<file path="src/include/sd_tx_macros.svh">
// sd data line transmitter, shared build-time values
// frame length and crc16 defaults
`ifndef SD_TX_MACROS_SVH
`define SD_TX_MACROS_SVH

// data bytes per frame, 32 at most for the 8-bit phase counter
`define SD_BLOCK_BYTES 8

// crc16 ccitt form, x^16 + x^12 + x^5 + 1
`define SD_CRC_POLY 16'h1021

// sd data crc starts from zero
`define SD_CRC_SEED 16'h0000

`endif

</file>
<file path="src/design/sd_tx_pkg.sv">
// sd data line transmitter types
// frame states and the per-cycle line command
package sd_tx_pkg;

  // frame phases, one per segment on the line
  typedef enum logic [2:0] {
    ST_IDLE  = 3'd0,
    ST_START = 3'd1,
    ST_DATA  = 3'd2,
    ST_CRC   = 3'd3,
    ST_END   = 3'd4
  } tx_state_e;

  // what the shifter puts on dat at the next edge
  typedef enum logic [1:0] {
    LINE_IDLE  = 2'd0,
    LINE_START = 2'd1,
    LINE_SHIFT = 2'd2,
    LINE_END   = 2'd3
  } line_op_e;

endpackage

</file>
<file path="src/design/sd_tx_ifc.sv">
// internal buses of the sd data transmitter
// crc_if joins fsm, shifter and crc engine; cnt_if joins fsm and counter
`timescale 1ns/1ps

interface crc_if;
  logic        clear;
  logic        en;
  logic        din;
  logic [15:0] crc;

  // fsm clears per frame and enables per data bit
  modport ctrl (output clear, output en);
  // shifter supplies the bit going out
  modport feed (output din);
  modport engine (input clear, input en, input din, output crc);
endinterface

interface cnt_if;
  logic       load;
  logic [7:0] len;
  logic       tick;
  logic [7:0] cnt;
  logic       last;

  // len is phase length minus one
  modport ctrl (output load, output len, output tick, input cnt, input last);
  modport counter (input load, input len, input tick, output cnt, output last);
endinterface

</file>
<file path="src/design/crc16.sv">
// serial crc16 engine for the sd data line
// one lfsr step per enabled bit, msb of the stream first
`timescale 1ns/1ps
`include "sd_tx_macros.svh"

module crc16 #(
  parameter logic [15:0] POLYNOMIAL = `SD_CRC_POLY,
  parameter logic [15:0] SEED       = `SD_CRC_SEED
) (
  input logic   clk,
  input logic   rst,
  crc_if.engine crc_bus
);

  logic        fb;
  logic [15:0] crc_q;

  // feedback, incoming bit against the register top
  assign fb = crc_bus.din ^ crc_q[15];

  always_ff @(posedge clk) begin
    if (rst || crc_bus.clear) begin
      crc_q <= SEED;
    end else if (crc_bus.en) begin
      // shift left, fold in taps when feedback set
      // taps land on bits 12, 5 and 0 for 0x1021
      crc_q <= {crc_q[14:0], 1'b0} ^ (fb ? POLYNOMIAL : 16'h0000);
    end
  end

  // running value, final once the last data bit is in
  assign crc_bus.crc = crc_q;

  // fsm clears at frame accept and feeds only in later cycles
  // overlap would drop the first data bit from the sum
  a_clear_en_excl: assert property (
    @(posedge clk) disable iff (rst)
    !(crc_bus.clear && crc_bus.en)
  ) else $error("crc16: clear and en high in the same cycle");

endmodule

</file>
<file path="src/design/sd_bit_counter.sv">
// phase bit counter for the sd data transmitter
// loaded with a phase length minus one, counts down, flags the last bit
`timescale 1ns/1ps

module sd_bit_counter (
  input logic    clk,
  input logic    rst,
  cnt_if.counter cnt_bus
);

  logic [7:0] cnt_q;

  always_ff @(posedge clk) begin
    if (rst) begin
      cnt_q <= 8'd0;
    end else if (cnt_bus.load) begin
      // load wins over tick at a phase boundary
      cnt_q <= cnt_bus.len;
    end else if (cnt_bus.tick) begin
      cnt_q <= cnt_q - 8'd1;
    end
  end

  assign cnt_bus.cnt = cnt_q;

  // zero means the bit placed this cycle ends the phase
  assign cnt_bus.last = (cnt_q == 8'd0);

  // fsm must reload or stop at zero, never wrap
  a_no_underflow: assert property (
    @(posedge clk) disable iff (rst)
    (cnt_bus.tick && cnt_bus.last) |-> cnt_bus.load
  ) else $error("sd_bit_counter: tick at zero without load");

endmodule

</file>
<file path="src/design/sd_dat_tx.sv">
// sd card single dat line write path
// start bit, msb-first block, crc16, end bit, one bit per clk
`timescale 1ns/1ps
`include "sd_tx_macros.svh"

module sd_dat_tx
  import sd_tx_pkg::*;
(
  input  logic        clk,
  input  logic        rst,
  input  logic        start,
  input  logic [7:0]  byte_data,
  output logic        byte_take,
  output logic        dat,
  output logic        busy,
  output logic        done,
  output logic [15:0] crc
);

  crc_if crc_bus ();
  cnt_if cnt_bus ();

  line_op_e line_op;
  logic     load_byte;
  logic     load_crc;
  logic     shift_en;

  crc16 #(
    .POLYNOMIAL (`SD_CRC_POLY),
    .SEED       (`SD_CRC_SEED)
  ) u_crc16 (
    .clk     (clk),
    .rst     (rst),
    .crc_bus (crc_bus.engine)
  );

  sd_bit_counter u_counter (
    .clk     (clk),
    .rst     (rst),
    .cnt_bus (cnt_bus.counter)
  );

  sd_tx_fsm #(
    .BLOCK_BYTES (`SD_BLOCK_BYTES)
  ) u_fsm (
    .clk       (clk),
    .rst       (rst),
    .start     (start),
    .busy      (busy),
    .done      (done),
    .byte_take (byte_take),
    .load_byte (load_byte),
    .load_crc  (load_crc),
    .shift_en  (shift_en),
    .line_op   (line_op),
    .crc_bus   (crc_bus.ctrl),
    .cnt_bus   (cnt_bus.ctrl)
  );

  sd_tx_shifter u_shifter (
    .clk       (clk),
    .rst       (rst),
    .byte_data (byte_data),
    .load_byte (load_byte),
    .load_crc  (load_crc),
    .shift_en  (shift_en),
    .line_op   (line_op),
    .crc_bus   (crc_bus.feed),
    .crc_in    (crc_bus.crc),
    .dat       (dat)
  );

  // held from the last data bit until the next accepted start
  assign crc = crc_bus.crc;

endmodule

</file>
<file path="src/design/sd_tx_fsm.sv">
// frame sequencer for the sd data line transmitter
// orders start, data, crc and end bits, steers counter, shifter and crc
`timescale 1ns/1ps
`include "sd_tx_macros.svh"

module sd_tx_fsm
  import sd_tx_pkg::*;
#(
  parameter int BLOCK_BYTES = `SD_BLOCK_BYTES
) (
  input  logic     clk,
  input  logic     rst,
  input  logic     start,
  output logic     busy,
  output logic     done,
  output logic     byte_take,
  output logic     load_byte,
  output logic     load_crc,
  output logic     shift_en,
  output line_op_e line_op,
  crc_if.ctrl      crc_bus,
  cnt_if.ctrl      cnt_bus
);

  localparam logic [7:0] DATA_LEN    = 8'(BLOCK_BYTES * 8 - 1);
  localparam logic [7:0] CRC_LEN     = 8'd15;
  localparam int         DATA_CYCLES = BLOCK_BYTES * 8;

  tx_state_e state_q;
  tx_state_e state_d;
  logic      accept;
  logic      next_byte;

  // start only from idle; done cycle still counts as the tail of a frame
  assign accept = (state_q == ST_IDLE) && start && !done;

  // low bits at 1 -> last bit of the current byte placed now
  // swap in the next byte at this edge, except after the final byte
  assign next_byte = (state_q == ST_DATA) && (cnt_bus.cnt[2:0] == 3'd1) &&
                     (cnt_bus.cnt != 8'd1);

  always_comb begin
    state_d = state_q;
    case (state_q)
      ST_IDLE:  if (accept) state_d = ST_START;
      ST_START: state_d = ST_DATA;
      ST_DATA:  if (cnt_bus.last) state_d = ST_CRC;
      ST_CRC:   if (cnt_bus.last) state_d = ST_END;
      ST_END:   state_d = ST_IDLE;
      default:  state_d = ST_IDLE;
    endcase
  end

  always_ff @(posedge clk) begin
    if (rst) begin
      state_q <= ST_IDLE;
      busy    <= 1'b0;
      done    <= 1'b0;
    end else begin
      state_q <= state_d;
      busy    <= (state_d != ST_IDLE);
      // one cycle after the end bit
      done    <= (state_q == ST_END);
    end
  end

  // line command leads the line by one cycle, so it follows the next state
  always_comb begin
    case (state_d)
      ST_START:        line_op = LINE_START;
      ST_DATA, ST_CRC: line_op = LINE_SHIFT;
      ST_END:          line_op = LINE_END;
      default:         line_op = LINE_IDLE;
    endcase
  end

  // byte 0 at accept, then every 8 bits
  assign byte_take = accept || next_byte;
  assign load_byte = byte_take;
  // crc complete after the last data bit, snapshot on the data-to-crc step
  assign load_crc  = (state_q == ST_DATA) && cnt_bus.last;
  assign shift_en  = (line_op == LINE_SHIFT);

  // fresh seed per frame, one step per data bit placed
  assign crc_bus.clear = accept;
  assign crc_bus.en    = (state_d == ST_DATA);

  // data length loaded in start, crc length at the data/crc boundary
  assign cnt_bus.load = (state_q == ST_START) || load_crc;
  assign cnt_bus.len  = (state_q == ST_START) ? DATA_LEN : CRC_LEN;
  assign cnt_bus.tick = ((state_q == ST_DATA) || (state_q == ST_CRC)) && !cnt_bus.last;

  // data phase spans one cycle per block bit, right after the start bit
  a_data_span: assert property (
    @(posedge clk) disable iff (rst)
    (state_q == ST_CRC) && ($past(state_q) == ST_DATA) |->
      ($past(state_q, DATA_CYCLES + 1) == ST_START)
  ) else $error("sd_tx_fsm: data phase length wrong");

  // sixteen crc bits between the data phase and the end bit
  a_crc_span: assert property (
    @(posedge clk) disable iff (rst)
    (state_q == ST_END) |->
      ($past(state_q, 16) == ST_CRC) && ($past(state_q, 17) == ST_DATA)
  ) else $error("sd_tx_fsm: crc phase length wrong");

endmodule

</file>
<file path="src/design/sd_tx_shifter.sv">
// dat line shifter for the sd data transmitter
// holds the current byte or the crc snapshot, drives a registered dat
`timescale 1ns/1ps

module sd_tx_shifter
  import sd_tx_pkg::*;
(
  input  logic        clk,
  input  logic        rst,
  input  logic [7:0]  byte_data,
  input  logic        load_byte,
  input  logic        load_crc,
  input  logic        shift_en,
  input  line_op_e    line_op,
  crc_if.feed         crc_bus,
  input  logic [15:0] crc_in,
  output logic        dat
);

  logic [15:0] sreg;
  logic        out_bit;

  // byte sits in the top half, low half only fills with zeros
  always_ff @(posedge clk) begin
    if (load_byte) begin
      sreg <= {byte_data, 8'h00};
    end else if (load_crc) begin
      // crc[15] goes straight to the line this cycle
      // keep the rest already shifted by one
      sreg <= {crc_in[14:0], 1'b0};
    end else if (shift_en) begin
      sreg <= {sreg[14:0], 1'b0};
    end
  end

  // first crc bit bypasses the register on the snapshot cycle
  assign out_bit = load_crc ? crc_in[15] : sreg[15];

  always_ff @(posedge clk) begin
    if (rst) begin
      dat <= 1'b1;
    end else begin
      case (line_op)
        LINE_START: dat <= 1'b0;
        LINE_SHIFT: dat <= out_bit;
        // idle and end bit both high
        default:    dat <= 1'b1;
      endcase
    end
  end

  // crc sees each data bit as it is placed
  assign crc_bus.din = sreg[15];

endmodule

</file>
<file path="config.mk">
export PLATFORM = sky130hd
export DESIGN_NAME = sd_dat_tx
export DESIGN_NICKNAME = d
export VERILOG_FILES = /design/src/design/sd_tx_pkg.sv /design/src/design/sd_tx_ifc.sv /design/src/design/crc16.sv /design/src/design/sd_bit_counter.sv /design/src/design/sd_dat_tx.sv /design/src/design/sd_tx_fsm.sv /design/src/design/sd_tx_shifter.sv
export VERILOG_INCLUDE_DIRS = /design/src /design/src/include
export SDC_FILE = /design/constraint.sdc
export NUM_CORES = 1
export LEC_CHECK = 0
export BUFFER_PORTS_ARGS = -buffer_cell sky130_fd_sc_hd__buf_2
export CORE_MARGIN = 2
export CORE_UTILIZATION = 23
export CTS_BUF_LIST = sky130_fd_sc_hd__clkbuf_4 sky130_fd_sc_hd__clkbuf_8
export CTS_CLUSTER_SIZE = 40
export DETAILED_ROUTE_END_ITERATION = 16
export GPL_TIMING_DRIVEN = 0
export PLACE_DENSITY = 0.49
export REMOVE_ABC_BUFFERS = 1
export SKIP_CTS_REPAIR_TIMING = 1
export SYNTH_ARGS = -nofsm -noshare
export SYNTH_HDL_FRONTEND = slang
export SYNTH_SLANG_ARGS = --single-unit
</file>
<file path="constraint.sdc">
create_clock -name clk -period 2.9 [get_ports clk]
set_input_delay 0.145 -clock clk [delete_from_list [all_inputs] [get_ports clk]]
set_output_delay 0.145 -clock clk [all_outputs]
set_load 0.05 [all_outputs]
</file>
==> impl_metrics.csv <==
group,metric,value,unit
detailed_routing,ant_nets,0,
pwr,powerDensity,756,nW/um^2
setup_path,critPathBufInv,1,
worst_hold_path,hold_class,"in2reg",
floorplan,die_x,102,um
finish,antenna_cells,0,
synth,synth-edff-count,8,
setup_path,crit_path_cell_trace,"inv_1 -> ha_1 -> nor3b_2 -> nand3_2 -> mux2_2 -> mux2_4",
floorplan,io_pins,31,
pwr,seqPwrFrac,0.444,
sta,report.final.slew_viol_count,0,
pwr,p_int,0.00118,W
sta,hold_viol,0,
finish,fin_cells,385,
floorplan,die_area,10400,um^2
placed_design,place_inst,377,
pwr,clockPowerShare,0.216,
synth,synthCells,237,
setup_path,crit_family,"simple AND/OR/NAND/NOR gates",
setup_path,crit_path_end_kind,"flip-flop",
placed_design,place.port_buffers,30,
synth,synth_area_leaders,"dfxtp_1 33%, edfxtp_1 11%, mux2i_1 6.8%",
clock_network,numCtsBuffers,5,
setup_path,required,2970,ps
outcome,status,"finished clean",
global_routing,grt_pass1_vias,1666,
global_routing,gr-usage-met2,0.162,
synth,syn_area,2210,um^2
sta,tightest_slew,959,ps
synth,synth_seq_area_share,0.443,
finish,final_nets,268,
global_routing,grt_usage,0.105,
floorplan,core.rowCount,35,
global_routing,grt_start_max_net_pins,21,
clock_network,root_buffer,"clkbuf_8",
synth,synth_top_cell_area_share,0.334,
global_routing,gr-max-usage-layer,"met2",
sta,slew-limit-headroom,0.352,
global_routing,grt_use_met1,0.139,
global_routing,grtUsageMet3,0.0294,
pwr,combPwrFrac,0.340,
global_routing,grt_pass1_wl,8650,um
pwr,p_leak,0.967,nW
placed_design,gp_congestion,0.752,
detailed_routing,route.detailed.drc,0,
synth,ys.flop_type,"dfxtp_1",
pwr,power.switching,0.000747,W
floorplan,coreArea,9280,um^2
sta,clock.fmax,387,MHz
detailed_routing,viasPerCell,4.79,
floorplan,start_util,0.239,
detailed_routing,wire_per_inst,13.8,um
synth,yosys-top-cells-count,"37 x dfxtp_1, 27 x a21oi_1, 18 x nand3_1",
finish,n_fill_cell,1009,
synth,synth_cell_type_count,47,
synth,synth_warnings,0,
setup_path,cp-start-kind,"flip-flop",
sta,setup_viol,0,
synth,async_flop_share,0,
synth,yosysTopAreaCell,"dfxtp_1",
pwr,ir_drop,0.000218,V
finish,drive_gt1_frac,0.207,
finish,syn2layout_area_growth,14.9,%
sta,clock-skew-final,10.2,ps
clock_network,cts_tree,"built",
floorplan,die_y,102,um
placed_design,dp_hpwl,3480,um
detailed_routing,routed_wl,5320,um
detailed_routing,first_pass_iters,4,
sta,fin_setup_tns,0,ps
synth,syn_avg_cell_area,9.34,um^2
setup_path,cp_slowest_cell,"nand3_2",
pwr,sw_frac_of_total,0.388,
sta,min_period,2580,ps
clock_network,h-tree-depth,2,
synth,synth-seq-cells,45,
global_routing,antenna_found_initial,0,
sta,rsz0062_at_grt,"false",
clock_network,cts_buffer_depth,2,
setup_path,cp_data_arrival_time,2650,ps
clock_network,clock-sinks,45,
synth,yosysMostFrequentCell,"dfxtp_1",
detailed_routing,vias,1845,
setup_path,path_max_fanout,16,
clock_network,clk_pin_slew_worst_paths,100,ps
detailed_routing,initialDrtViolationCount,110,
global_routing,gr-total-overflow,0,
sta,finalCritPeriodShare,0.890,
setup_path,max_stage_delay,550,ps
setup_path,critPathKind,"reg2reg",
clock_network,clock_latency,310,ps
run,maxCapViolations,0,
==> worst reg2reg max path: cells and delay by family, from the launching register on <==
| family | cells | cell delay, ps |
|---|---|---|
| fa+ha+maj | 1 | 190 |
| buf+inv | 1 | 70 |
| flops | 1 | 350 |
| mux | 2 | 730 |
| simple gates | 2 | 1010 |
==> cells in the final DEF (no fill, tap or decap), drive strengths merged, types with 2 or more instances in the layout <==
master,n
a311oi,3
edfxtp,8
inv,7
nor3,5
nand2,8
mux2,3
nand3,19
a211oi,9
nor4,2
a31oi,9
nor2b,4
dfxtp,37
nor3b,3
nor2,13
o21bai,2
nand2b,4
buf,31
ha,2
a21boi,2
o22ai,2
or4,2
mux2i,15
xnor2,4
o21ai,18
a21oi,27
clkbuf,5
==> path summary, 6_finish.rpt <==
path | endpoint | depth (start not counted) | slack (ps) | from
worst max-delay path | u_shifter.sreg[8]$_DFFE_PP_ | 6 | 320 | u_counter.cnt_bus.cnt[0]$_SDFFE_PP0P_
worst max register to register | u_shifter.sreg[8]$_DFFE_PP_ | 6 | 320 | u_counter.cnt_bus.cnt[0]$_SDFFE_PP0P_
worst min-delay path | u_shifter.sreg[8]$_DFFE_PP_ | 2 | 130 | byte_data[0]
worst min register to register | u_shifter.sreg[1]$_SDFFE_PP0P_ | 2 | 480 | u_shifter.sreg[1]$_SDFFE_PP0P_
==> sequential cells by signal, indices dropped and copies added (netlist names) <==
name,flops
u_counter.cnt_bus.cnt,8
u_crc16.crc_bus.crc,16
u_fsm.busy,1
u_fsm.done,1
u_fsm.state_q,3
u_shifter.dat,1
u_shifter.sreg,15
==> power groups by stage <==
| stage | Clock [W] | Combinational (W) | Sequential [W] |
|---|---|---|---|
| after floorplan | 0 | 0.000465 | 0.000892 |
| after global placement | 0 | 0.000643 | 0.000868 |
| final | 0.000416 | 0.000654 | 0.000855 |
| after global routing | 0.000450 | 0.000733 | 0.000872 |
| after CTS | 0.000430 | 0.000659 | 0.000856 |
| after detailed placement | 0 | 0.000655 | 0.000870 |
==> through the flow <==
step	util	total power [W]	setup WS (ps)	hold slack (ps)	cell area, um^2
finish	0.274	0.00192	319	130	2540
detailed placement	0.264	0.00152	342	455	2450
global route	0.274	0.00206	153	128	2540
floorplan	-	0.00136	680	214	2120
global placement	0.262	0.00151	-46.8	451	2430
CTS	0.274	0.00194	313	127	2540
==> metal layers <==
layer  part of all wire  up-vias
met5                  0        -
met4              0.016        0
met3              0.045        5
met2               0.45       37
met1               0.49      887
li1                   -      916
==> cells by family after synthesis <==
family	synth area share
buf+inv	0.0514
mux	0.0847
xor+xnor	0.0158
fa+ha+maj	0.0113
flops	0.443
simple gates	0.168
compound gates	0.225
==> layout make-up <==
type                       instances  area [um^2]  area share
tap                              129          161      0.0634
timing repair buffer              31          161      0.0634
clock inverter                     3         25.0     0.00983
sequential                        45          981       0.385
inverter                           6         22.5     0.00885
multi-input combinational        166         1120       0.442
clock buffer                       5         68.8      0.0270
No activity file was read; power rests on OpenSTA's default activity.
